`src/logic/reflex_params.svh`:
```
`ifndef REFLEX_PARAMS_SVH
`define REFLEX_PARAMS_SVH

////////////////////////////////////////////////////////////////////////////
// widths
////////////////////////////////////////////////////////////////////////////

// host wire word, one endpoint half
`define REFLEX_DATA_W 16
// full parameter and synaptic current width
`define REFLEX_PARAM_W 32
// per-window spike count
`define REFLEX_TALLY_W 16

////////////////////////////////////////////////////////////////////////////
// reset defaults and readout addresses
////////////////////////////////////////////////////////////////////////////

`define REFLEX_WINDOW_RST 32'd9
`define REFLEX_GAIN_RST 32'sd1
// trigger mode on, long-latency spikes merged
`define REFLEX_MERGE_RST 1'b1

// wire-out style addresses
`define REFLEX_RD_SYN_LO 8'h20
`define REFLEX_RD_SYN_HI 8'h21
`define REFLEX_RD_SN_CNT 8'h24
`define REFLEX_RD_MN_CNT 8'h26
`define REFLEX_RD_STATUS 8'h28

`endif
```
`src/logic/reflex_pkg.sv`:
```
`default_nettype none

`include "reflex_params.svh"

package reflex_pkg;

    ////////////////////////////////////////////////////////////////////////////
    // host parameter select
    ////////////////////////////////////////////////////////////////////////////

    // code 3 reserved, load ignored
    typedef enum logic [1:0]
    {
        SEL_WINDOW   = 2'd0,
        SEL_SYN_GAIN = 2'd1,
        SEL_MERGE    = 2'd2
    } param_sel_e;

    ////////////////////////////////////////////////////////////////////////////
    // readout address map
    ////////////////////////////////////////////////////////////////////////////

    typedef enum logic [7:0]
    {
        RD_SYN_LO = `REFLEX_RD_SYN_LO,
        RD_SYN_HI = `REFLEX_RD_SYN_HI,
        RD_SN_CNT = `REFLEX_RD_SN_CNT,
        RD_MN_CNT = `REFLEX_RD_MN_CNT,
        RD_STATUS = `REFLEX_RD_STATUS
    } rd_addr_e;

endpackage

`default_nettype wire

```
`src/logic/spike_tally_if.sv`:
```
`timescale 1ns/1ps
`default_nettype none

`include "reflex_params.svh"

// results of one windowed spike counter
interface spike_tally_if;

    // spikes in the last closed window, saturated
    logic [`REFLEX_TALLY_W-1:0] count;
    // one-cycle pulse, count and overflow just latched
    logic                       window_done;
    // count clipped during that window
    logic                       overflow;
    // live count of the open window
    logic [`REFLEX_TALLY_W-1:0] running;

    // counter side
    modport source (output count, output window_done, output overflow, output running);

    // readout side
    modport sink (input count, input window_done, input overflow, input running);

endinterface

`default_nettype wire

```
`src/logic/reflex_top.sv`:
```
`timescale 1ns/1ps
`default_nettype none

`include "reflex_params.svh"

module reflex_top
    import reflex_pkg::*;
(
    input  wire logic                               ep50trig,
    input  wire logic                               reset_sim,
    // host parameter load
    input  wire logic                               i_param_load,
    input  wire logic         [1:0]                 i_param_sel,
    input  wire logic         [`REFLEX_DATA_W-1:0]  i_param_hi,
    input  wire logic         [`REFLEX_DATA_W-1:0]  i_param_lo,
    // spike and current sources
    input  wire logic                               i_sn_spike,
    input  wire logic                               i_mn_spike,
    input  wire logic                               i_ext_spike,
    input  wire logic signed  [`REFLEX_PARAM_W-1:0] i_syn_current,
    // readout
    input  wire logic         [7:0]                 i_rd_addr,
    output logic              [`REFLEX_DATA_W-1:0]  o_rd_data,
    output logic                                    o_sn_window_done,
    output logic                                    o_mn_window_done
);

    logic        [`REFLEX_PARAM_W-1:0] window_len;
    logic signed [`REFLEX_PARAM_W-1:0] syn_gain;
    logic                              merge_en;
    logic signed [`REFLEX_PARAM_W-1:0] syn_scaled;

    // sensory and motor counter results
    spike_tally_if sn_tally_bus ();
    spike_tally_if mn_tally_bus ();

    ////////////////////////////////////////////////////////////////////////////
    // parameters, sensory count, motor path, readout
    ////////////////////////////////////////////////////////////////////////////

    param_bank u_param_bank
    (
        .ep50trig     (ep50trig),
        .reset_sim    (reset_sim),
        .i_param_load (i_param_load),
        .i_param_sel  (param_sel_e'(i_param_sel)),
        .i_param_hi   (i_param_hi),
        .i_param_lo   (i_param_lo),
        .o_window_len (window_len),
        .o_syn_gain   (syn_gain),
        .o_merge_en   (merge_en)
    );

    // sensory spikes counted straight from the input
    spike_tally u_sn_tally
    (
        .ep50trig     (ep50trig),
        .reset_sim    (reset_sim),
        .i_spike      (i_sn_spike),
        .i_window_len (window_len),
        .o_tally      (sn_tally_bus)
    );

    motor_path u_motor_path
    (
        .ep50trig      (ep50trig),
        .reset_sim     (reset_sim),
        .i_syn_current (i_syn_current),
        .i_syn_gain    (syn_gain),
        .i_mn_spike    (i_mn_spike),
        .i_ext_spike   (i_ext_spike),
        .i_merge_en    (merge_en),
        .i_window_len  (window_len),
        .o_syn_scaled  (syn_scaled),
        .o_tally       (mn_tally_bus)
    );

    readout_mux u_readout_mux
    (
        .ep50trig     (ep50trig),
        .reset_sim    (reset_sim),
        .i_rd_addr    (rd_addr_e'(i_rd_addr)),
        .i_syn_scaled (syn_scaled),
        .i_sn_tally   (sn_tally_bus),
        .i_mn_tally   (mn_tally_bus),
        .o_rd_data    (o_rd_data)
    );

    assign o_sn_window_done = sn_tally_bus.window_done;
    assign o_mn_window_done = mn_tally_bus.window_done;

endmodule

`default_nettype wire

```
`src/logic/readout_mux.sv`:
```
`timescale 1ns/1ps
`default_nettype none

`include "reflex_params.svh"

module readout_mux
    import reflex_pkg::*;
(
    input  wire logic                               ep50trig,
    input  wire logic                               reset_sim,
    input  wire rd_addr_e                           i_rd_addr,
    input  wire logic signed  [`REFLEX_PARAM_W-1:0] i_syn_scaled,
    spike_tally_if.sink                             i_sn_tally,
    spike_tally_if.sink                             i_mn_tally,
    output logic              [`REFLEX_DATA_W-1:0]  o_rd_data
);

    logic [`REFLEX_DATA_W-1:0] rd_word;

    // word select, unmapped addresses read 0
    always_comb
    begin
        case (i_rd_addr)
            RD_SYN_LO: rd_word = i_syn_scaled[`REFLEX_DATA_W-1:0];
            RD_SYN_HI: rd_word = i_syn_scaled[`REFLEX_PARAM_W-1:`REFLEX_DATA_W];
            RD_SN_CNT: rd_word = i_sn_tally.count;
            RD_MN_CNT: rd_word = i_mn_tally.count;
            // bit 1 motor overflow, bit 0 sensory overflow
            RD_STATUS: rd_word = {{(`REFLEX_DATA_W-2){1'b0}}, i_mn_tally.overflow,
                                  i_sn_tally.overflow};
            default:   rd_word = '0;
        endcase
    end

    // one cycle from address to data
    always_ff @(posedge ep50trig or posedge reset_sim)
    begin
        if (reset_sim)
            o_rd_data <= '0;
        else
            o_rd_data <= rd_word;
    end

endmodule

`default_nettype wire

```
`src/logic/motor_path.sv`:
```
`timescale 1ns/1ps
`default_nettype none

`include "reflex_params.svh"

module motor_path
(
    input  wire logic                               ep50trig,
    input  wire logic                               reset_sim,
    input  wire logic signed  [`REFLEX_PARAM_W-1:0] i_syn_current,
    input  wire logic signed  [`REFLEX_PARAM_W-1:0] i_syn_gain,
    input  wire logic                               i_mn_spike,
    input  wire logic                               i_ext_spike,
    input  wire logic                               i_merge_en,
    input  wire logic         [`REFLEX_PARAM_W-1:0] i_window_len,
    output logic signed       [`REFLEX_PARAM_W-1:0] o_syn_scaled,
    spike_tally_if.source                           o_tally
);

    // full signed product, low half kept
    logic signed [2*`REFLEX_PARAM_W-1:0] syn_prod;
    // short-latency spike OR'd with the long-latency one
    logic                                merged_d;
    logic                                merged_q;

    ////////////////////////////////////////////////////////////////////////////
    // gain scaling and spike merge
    ////////////////////////////////////////////////////////////////////////////

    assign syn_prod = i_syn_current * i_syn_gain;
    // external spike passes only in trigger mode
    assign merged_d = i_mn_spike | (i_ext_spike & i_merge_en);

    always_ff @(posedge ep50trig or posedge reset_sim)
    begin
        if (reset_sim)
        begin
            o_syn_scaled <= '0;
            merged_q     <= 1'b0;
        end
        else
        begin
            // truncate, wraps like the 32-bit wire-out
            o_syn_scaled <= signed'(syn_prod[`REFLEX_PARAM_W-1:0]);
            merged_q     <= merged_d;
        end
    end

    // motor counter, one cycle behind the inputs
    spike_tally u_mn_tally
    (
        .ep50trig     (ep50trig),
        .reset_sim    (reset_sim),
        .i_spike      (merged_q),
        .i_window_len (i_window_len),
        .o_tally      (o_tally)
    );

endmodule

`default_nettype wire

```
`src/logic/spike_tally.sv`:
```
`timescale 1ns/1ps
`default_nettype none

`include "reflex_params.svh"

module spike_tally
(
    input  wire logic                        ep50trig,
    input  wire logic                        reset_sim,
    input  wire logic                        i_spike,
    input  wire logic [`REFLEX_PARAM_W-1:0]  i_window_len,
    spike_tally_if.source                    o_tally
);

    localparam logic [`REFLEX_PARAM_W-1:0] ONE = 1;

    // cycles left in the window, 0 marks a window start
    logic [`REFLEX_PARAM_W-1:0] left_q;
    logic [`REFLEX_PARAM_W-1:0] eff_len;
    logic [`REFLEX_PARAM_W-1:0] cur_left;
    logic                       last_cycle;
    // open window count and its clip flag
    logic [`REFLEX_TALLY_W-1:0] run_q;
    logic [`REFLEX_TALLY_W-1:0] run_next;
    logic                       clip;
    logic                       ovf_run_q;
    // per-window latches
    logic [`REFLEX_TALLY_W-1:0] count_q;
    logic                       ovf_q;
    logic                       done_q;

    ////////////////////////////////////////////////////////////////////////////
    // window timing and saturating count
    ////////////////////////////////////////////////////////////////////////////

    always_comb
    begin
        // zero length acts as one
        eff_len    = (i_window_len == '0) ? ONE : i_window_len;
        // new length only sampled at the window start
        cur_left   = (left_q == '0) ? eff_len : left_q;
        last_cycle = (cur_left == ONE);
        // spike lost when already all ones
        clip       = i_spike & (&run_q);
        run_next   = (i_spike && !clip) ? run_q + 1'b1 : run_q;
    end

    always_ff @(posedge ep50trig or posedge reset_sim)
    begin
        if (reset_sim)
        begin
            left_q    <= '0;
            run_q     <= '0;
            ovf_run_q <= 1'b0;
            count_q   <= '0;
            ovf_q     <= 1'b0;
            done_q    <= 1'b0;
        end
        else
        begin
            left_q <= cur_left - ONE;
            done_q <= last_cycle;
            if (last_cycle)
            begin
                // close the window, this cycle's spike included
                count_q   <= run_next;
                ovf_q     <= ovf_run_q | clip;
                run_q     <= '0;
                ovf_run_q <= 1'b0;
            end
            else
            begin
                run_q     <= run_next;
                ovf_run_q <= ovf_run_q | clip;
            end
        end
    end

    assign o_tally.count       = count_q;
    assign o_tally.overflow    = ovf_q;
    assign o_tally.window_done = done_q;
    assign o_tally.running     = run_q;

endmodule

`default_nettype wire

```
`src/logic/param_bank.sv`:
```
`timescale 1ns/1ps
`default_nettype none

`include "reflex_params.svh"

module param_bank
    import reflex_pkg::*;
(
    input  wire logic                              ep50trig,
    input  wire logic                              reset_sim,
    input  wire logic                              i_param_load,
    input  wire param_sel_e                        i_param_sel,
    input  wire logic        [`REFLEX_DATA_W-1:0]  i_param_hi,
    input  wire logic        [`REFLEX_DATA_W-1:0]  i_param_lo,
    output logic             [`REFLEX_PARAM_W-1:0] o_window_len,
    output logic signed      [`REFLEX_PARAM_W-1:0] o_syn_gain,
    output logic                                   o_merge_en
);

    // full word from the two host halves
    logic [`REFLEX_PARAM_W-1:0] load_word;

    assign load_word = {i_param_hi, i_param_lo};

    ////////////////////////////////////////////////////////////////////////////
    // host registers
    ////////////////////////////////////////////////////////////////////////////

    // one clock for all, select picks the target
    always_ff @(posedge ep50trig or posedge reset_sim)
    begin
        if (reset_sim)
        begin
            o_window_len <= `REFLEX_WINDOW_RST;
            o_syn_gain   <= `REFLEX_GAIN_RST;
            o_merge_en   <= `REFLEX_MERGE_RST;
        end
        else if (i_param_load)
        begin
            case (i_param_sel)
                // window length in cycles
                SEL_WINDOW:
                begin
                    o_window_len <= load_word;
                end
                // signed synaptic gain
                SEL_SYN_GAIN:
                begin
                    o_syn_gain <= signed'(load_word);
                end
                // trigger mode, any non-zero word turns merging on
                SEL_MERGE:
                begin
                    o_merge_en <= |load_word;
                end
                // reserved select, nothing loads
                default:
                begin
                    o_merge_en <= o_merge_en;
                end
            endcase
        end
    end

endmodule

`default_nettype wire

```
`config.mk`:
```
export PLATFORM = sky130hd
export DESIGN_NAME = reflex_top
export DESIGN_NICKNAME = d
export VERILOG_FILES = /design/src/logic/reflex_pkg.sv /design/src/logic/spike_tally_if.sv /design/src/logic/reflex_top.sv /design/src/logic/readout_mux.sv /design/src/logic/motor_path.sv /design/src/logic/spike_tally.sv /design/src/logic/param_bank.sv
export VERILOG_INCLUDE_DIRS = /design/src /design/src/logic
export SDC_FILE = /design/constraint.sdc
export NUM_CORES = 2
export LEC_CHECK = 0
export BUFFER_PORTS_ARGS = -buffer_cell sky130_fd_sc_hd__buf_2
export CAP_MARGIN = 20
export CORE_AREA = 3 3 286 288
export CTS_CLUSTER_SIZE = 40
export DETAILED_ROUTE_END_ITERATION = 6
export DIE_AREA = 0 0 289 291
export PLACE_DENSITY_LB_ADDON = 0.08
export SLEW_MARGIN = 20
export SYNTH_ARGS = -nofsm -noshare
export SYNTH_HDL_FRONTEND = slang
export SYNTH_SLANG_ARGS = --single-unit
```
`constraint.sdc`:
```
create_clock -name ep50trig -period 9.5 [get_ports ep50trig]
set_input_delay 1.9 -clock ep50trig [delete_from_list [all_inputs] [get_ports ep50trig]]
set_output_delay 1.9 -clock ep50trig [all_outputs]
set_load 0.05 [all_outputs]
```
# == After elaboration in Yosys (flattened, before gate mapping) ==
# Index checks and enable logic that the tools add are counted.
# classes
add_sub_neg,4
mul,1
div_mod_pow,0
order_cmp,0
eq_ne,9
shift,0
n_mux,10
bitwise_logic,6
reduce_logical,14
# op_table
operator,n
logical NOT 32 bit,3
2-to-1 mux 32 bit,3
case mux 16 bit (5 select lines),1
== test 32 x 1 -> 1 bit (second input constant),2
2-to-1 mux 16 bit,4
subtractor 32 x 1 -> 32 bit (second input constant),2
== test 8 x 6 -> 1 bit (second input constant),5
adder 16 x 1 -> 16 bit (second input constant),2
multiplier 32 x 32 -> 32 bit,1
AND reduction 16 bit,2
OR reduction 32 bit,1
AND reduction 2 bit,3
bitwise AND 1 bit,3
OR 1 bit,3
== test 2 x 1 -> 1 bit (second input constant),1
== test 2 bit (second input constant),1
logical AND 1 bit,2
logical NOT 1 bit,2
logical NOT 2 bit,1
2-to-1 mux 1 bit,2
# word_totals
register_bits,248
latchBits,0
mem_bits_rw,0
mem_bits_ro,0
input_bits,80
out_inout_bits,18
elab_cells,62
memories,0

# == Depth between registers and ports, before layout ==
# depth
word_depth,6
mapped_depth,28
ltp_nobuf,26

# == Modules after synthesis ==
# A second synthesis with hierarchy kept.
# hier_totals
hier_cells,2926
area_unflattened_um2,28479.8
# modules_own_cells
mod,instances,cells_each,area_each_um2,seq_area_each_um2
motor_path,1,1864,17254.0,825.8
spike_tally,2,407,3827.4,1676.6
param_bank,1,151,2537.4,1631.6
readout_mux,1,97,1033.5,400.4

# == Least setup slack after synthesis ==
# No wires, ideal clock.
# synth_path
path_type,input-to-reg
start,input i_syn_current[13]
end,register u_motor_path.o_syn_scaled[30]
setup_time_ns,0.126
arrival_time_ns,8.186
required_time_ns,9.374
path_slack_ns,1.187
cell_stages,24
n_path_buf,2
path_cell_list,clkbuf_1 clkbuf_1 nand2_1 fa_1 inv_1 fa_1 inv_1 fa_1 fa_1 inv_1 fa_1 inv_1 fa_1 inv_1 fa_1 fa_1 ha_1 nand3_1 nor3_1 nor4bb_1 o2111ai_1 a31oi_1 nor4_1 a311o_1
# synth_between
elab_chain_cells,1
# synth_rtl
element,line_no,source
"start, declared",reflex_top.sv:20,"input wire logic signed [`REFLEX_PARAM_W-1:0] i_syn_current,"
multiplier 32 x 32 -> 32 bit,motor_path.sv:30,assign syn_prod = i_syn_current * i_syn_gain;
named net u_motor_path.syn_prod[30],motor_path.sv:21,logic signed [2*`REFLEX_PARAM_W-1:0] syn_prod;
"end signal, assigned",motor_path.sv:44,o_syn_scaled <= signed'(syn_prod[`REFLEX_PARAM_W-1:0]);
"end, declared",motor_path.sv:16,"output logic signed [`REFLEX_PARAM_W-1:0] o_syn_scaled,"
# The timed path passes the listed nets, and every way through them passes these cells.
# A chain may end at the register's enable or synchronous reset.

# == Worst setup path in the final report ==
# layout_path
start,input i_syn_current[9]
end,register u_motor_path.o_syn_scaled[30]
# Same word-level chain as after synthesis.

==> summary.md <==
| Metric | Value |
|---|---|
| Endpoint of the worst hold path | u_sn_tally.left_q[0]$_DFF_PP0_ |
| Final count of pins violating max slew | 0 |
| Critical path required time | 9950 ps |
| Maximum number of pins on one net before global-route repair | 114 |
| Synthesized net count | 3562 |
| Global-route met3 utilization | 2.24% |
| Count of TritonRoute iterations in the first routing pass | 6 |
| Count of input and output buffers | 97 |
| Nets | 3600 |
| GPL Wtd Cong | 0.872 |
| Sequential element share of the synthesized area | 22.4% |
| Kind of path behind the tightest hold check | register to register |
| Global-route wire length before repair | 133 mm |
| Source of the worst register-to-register timing path | u_param_bank.o_syn_gain[2]$_DFFE_PP0P_ |
| Clock network latency to the later pin of the worst-skew pair | 570 ps |
| Internal reg-to-reg setup slack | 1670 ps |
| Most congested layer reported by global routing | met2 |
| Unrepaired setup endpoints after global routing | false |
| Mean instance size in the synthesized netlist | 9.49 sq um |
| Overall global routing resource usage | 20.6% |
| Number of antenna violations at the first check in global routing | 4 |
| Synth Area in Compound Gates | 6.17% |
| Final-report setup violation count | 0 |
| Cell chosen for the clock root | sky130_fd_sc_hd__clkbuf_16 |
| Total number of vias | 20192 |
| Area share of fa/ha/maj cells after synthesis | 36.5% |
| Worst-path fanout max | 16 |
| Max-Cap Viols | 0 |
| R2R cell count | 23 |
| Cell taking the most area after synthesis | sky130_fd_sc_hd__fa_1 |
| Critical path data arrival time | 8840 ps |
| Endpoint of the worst register-to-register path | u_motor_path.o_syn_scaled[30]$_DFF_PP0_ |
| Average detailed-routed wire length per instance | 21.1 um |
| Clock tree sinks | 248 |
| Sum Neg Setup Slack | 0 ps |
| Clock buffer count from CTS | 30 |
| Layout cells sized above 1 | 9.83% |
| Fraction of synthesized area in multiplexers | 3.24% |
| Count of endpoints failing hold in the final timing report | 0 |
| Fraction of synthesized cell area in xor and xnor cells | 4.81% |
| Slew Limit Headroom | 29.5% |
| Maximum achievable frequency | 0.119 GHz |
| Global routing met2 resource utilization | 34.9% |
| Count of H-tree levels built during CTS | 1 |
| Start point of the worst hold path | u_sn_tally.left_q[0]$_DFF_PP0_ |
| Sort of element at the start of the critical path | primary input |
| Clock Pin Slew Worst Setup and Hold Paths | 60 ps |
| CTS-repair resized insts | 0 |
| CTS tree | done |
| Via count of the first global-routing pass | 21968 |
| Main flop type after synthesis | sky130_fd_sc_hd__dfrtp_1 |
| Initial cell density of the core | 35.0% |
| CP endpoint kind | register |
| Shortest clock period the worst path allows after layout | 8400 ps |
| Final ANT Viol Nets | 0 |
| Vias per Instance | 5.01 |
| Count of routing violations after the opening detailed-route iteration | 1193 |
| Most instantiated library cell after synthesis | sky130_fd_sc_hd__inv_1 |
| Worst-case clock buffer depth | 3 |
| Number of register bits inferred by synthesis | 248 |
| Cells taking the most area after synthesis | sky130_fd_sc_hd__fa_1 29%, sky130_fd_sc_hd__dfrtp_1 22%, sky130_fd_sc_hd__ha_1 7.0% |
| Post-synth ARST share | 100% |
| Die outline height | 291 um |
| Standard-cell row count | 103 |
| Synth-to-layout area growth | 9.61% |
| Syn Std Cell Area | 27700 sq um |
| Critical path class | primary input to register |
| Main combinational cell family by area after synthesis | adder cells |
| Post-synthesis simple-gate area fraction | 18.0% |
| Cells after Synth | 2918 |
| HPWL after DPL | 67.5 mm |
| Aggregate global routing overflow | 0 |
| Die extent in x | 289 um |
| Total Die Area | 84100 sq um |
| Met1 usage in global routing | 28.9% |
| Post-CTS setup buffer count | 0 |
| Hold buffers post-CTS | 0 |
| Worst slew pin tran | 1050 ps |
| I/O Pins | 98 |
| Fraction of post-synthesis cell area in the top cell type by area | 29.5% |
| Tcrit/Tclk final | 88.4% |
| Hold Crit Depth | 1 |
| Routed WL | 85.2 mm |
| Core footprint | 79100 sq um |
| Most numerous cell types in the synthesized netlist | 506 x sky130_fd_sc_hd__inv_1, 408 x sky130_fd_sc_hd__fa_1, 355 x sky130_fd_sc_hd__nand2_1 |
| Number of synthesized flops with an enable pin | 0 |
| Run status | finished, final reports clean |
| Maximum clock skew at final layout | 16.1 ps |
| # DRC | 0 |
| Yosys warnings | 0 |
| Count of different cell masters after synthesis | 88 |
-- cells by family after synthesis --
logic type,Yosys count
muxes,80
and+or+nand+nor,970
buffers and inverters,643
xor gates and xnor gates,152
adders and majority gates,564
DFF,248
AOI/OAI and AO/OA,261
-- stage by stage --
stage	hold slack [ps]	cell area [sq um]	std cells	setup slack [ps]	util (%)
4_1_cts	468	30400	4030	1100	38.4
3_5_place_dp	458	29300	3974	510	37.1
3_3_place_gp	443	29300	3974	560	37.1
2_1_floorplan	429	27700	2918	792	-
5_1_grt	476	30400	4030	738	38.4
6_report	466	30400	4031	1100	38.4
-- final cells by class --
| type | count | area [sq um] |
|---|---|---|
| multi-input cells | 2027 | 19100 |
| diodes | 1 | 2.50 |
| repair buffers | 142 | 840 |
| inverters | 507 | 1910 |
| fillers | 8142 | 48800 |
| clock inverters | 10 | 133 |
| well taps | 1050 | 1310 |
| clock buffers | 46 | 892 |
| flip-flops and latches | 248 | 6210 |
-- sequential cells by signal, indices dropped and copies added (netlist names), 16 cells and up --
signal / cells
u_param_bank.o_window_len: 32
u_motor_path.u_mn_tally.o_tally.running: 16
u_motor_path.u_mn_tally.left_q: 32
u_motor_path.u_mn_tally.o_tally.count: 16
u_sn_tally.left_q: 32
u_motor_path.o_syn_scaled: 32
u_sn_tally.o_tally.count: 16
u_sn_tally.o_tally.running: 16
u_param_bank.o_syn_gain: 32
u_readout_mux.o_rd_data: 16
-- critical path, cell delays in order --
cell and delay [ps]:
sky130_fd_sc_hd__buf_2 370, sky130_fd_sc_hd__buf_4 260, sky130_fd_sc_hd__nand2_1 80, sky130_fd_sc_hd__fa_1 540, sky130_fd_sc_hd__inv_1 50, sky130_fd_sc_hd__fa_1 400
sky130_fd_sc_hd__fa_1 490, sky130_fd_sc_hd__inv_1 50, sky130_fd_sc_hd__fa_1 470, sky130_fd_sc_hd__inv_1 50, sky130_fd_sc_hd__fa_1 480, sky130_fd_sc_hd__fa_1 510
sky130_fd_sc_hd__fa_1 560, sky130_fd_sc_hd__inv_1 70, sky130_fd_sc_hd__fa_1 480, sky130_fd_sc_hd__inv_1 50, sky130_fd_sc_hd__ha_1 370, sky130_fd_sc_hd__nand3_1 150
sky130_fd_sc_hd__nor3_1 250, sky130_fd_sc_hd__nor4bb_1 400, sky130_fd_sc_hd__o2111ai_1 170, sky130_fd_sc_hd__a31oi_1 270, sky130_fd_sc_hd__nor4_1 80, sky130_fd_sc_hd__a311o_1 330
-- layer usage --
layer / up-vias / routed length, um
met2: 444 / 41600
met5: - / 13
met1: 10485 / 38900
li1: 9179 / -
met4: 2 / 1480
met3: 82 / 3220
-- worst max path at each step --
| stage | from | to | slack (ps) | cells past startpoint |
|---|---|---|---|---|
| finish | i_syn_current[9] | u_motor_path.o_syn_scaled[30]$_DFF_PP0_ | 1100 | 24 |
| CTS | i_syn_current[9] | u_motor_path.o_syn_scaled[30]$_DFF_PP0_ | 1100 | 24 |
| floorplan | reset_sim | u_motor_path.merged_q$_DFF_PP0_ | 790 | 1 |
| detailed placement | i_syn_current[9] | u_motor_path.o_syn_scaled[30]$_DFF_PP0_ | 510 | 24 |
| global route | i_syn_current[9] | u_motor_path.o_syn_scaled[30]$_DFF_PP0_ | 740 | 24 |
| global placement | i_syn_current[9] | u_motor_path.o_syn_scaled[30]$_DFF_PP0_ | 560 | 24 |
-- cell usage in the layout (no fill, tap or decap), types with 7 or more instances in the layout --
cell type / netlist / routed
sky130_fd_sc_hd__or3_1: 16 / 16
sky130_fd_sc_hd__nor2_1: 112 / 112
sky130_fd_sc_hd__xor2_1: 49 / 49
sky130_fd_sc_hd__and3_1: 11 / 11
sky130_fd_sc_hd__nor3_1: 33 / 33
sky130_fd_sc_hd__o21ai_1: 15 / 15
sky130_fd_sc_hd__nor4_1: 25 / 24
sky130_fd_sc_hd__fa_1: 408 / 408
sky130_fd_sc_hd__or4_1: 7 / 7
sky130_fd_sc_hd__nand2_1: 355 / 355
sky130_fd_sc_hd__a21o_1: 9 / 9
sky130_fd_sc_hd__dfrtp_1: 244 / 244
sky130_fd_sc_hd__xnor2_1: 103 / 103
sky130_fd_sc_hd__buf_4: 0 / 43
sky130_fd_sc_hd__a222oi_1: 16 / 16
sky130_fd_sc_hd__o21ai_0: 41 / 41
sky130_fd_sc_hd__nand3_1: 44 / 44
sky130_fd_sc_hd__nor2b_1: 15 / 15
sky130_fd_sc_hd__clkbuf_1: 118 / 9
sky130_fd_sc_hd__o211ai_1: 10 / 10
sky130_fd_sc_hd__inv_1: 506 / 505
sky130_fd_sc_hd__clkbuf_16: 0 / 31
sky130_fd_sc_hd__nand4_1: 14 / 14
sky130_fd_sc_hd__a21oi_1: 95 / 95
sky130_fd_sc_hd__buf_2: 13 / 97
sky130_fd_sc_hd__and2_1: 283 / 283
sky130_fd_sc_hd__mux2_1: 14 / 14
sky130_fd_sc_hd__a31oi_1: 17 / 17
sky130_fd_sc_hd__a211oi_1: 9 / 9
sky130_fd_sc_hd__mux2_2: 63 / 63
sky130_fd_sc_hd__ha_1: 156 / 156
Power is left out: the tool's default activity adds up to more than one toggle a clock period on the data nets, which glitch-free logic cannot reach.
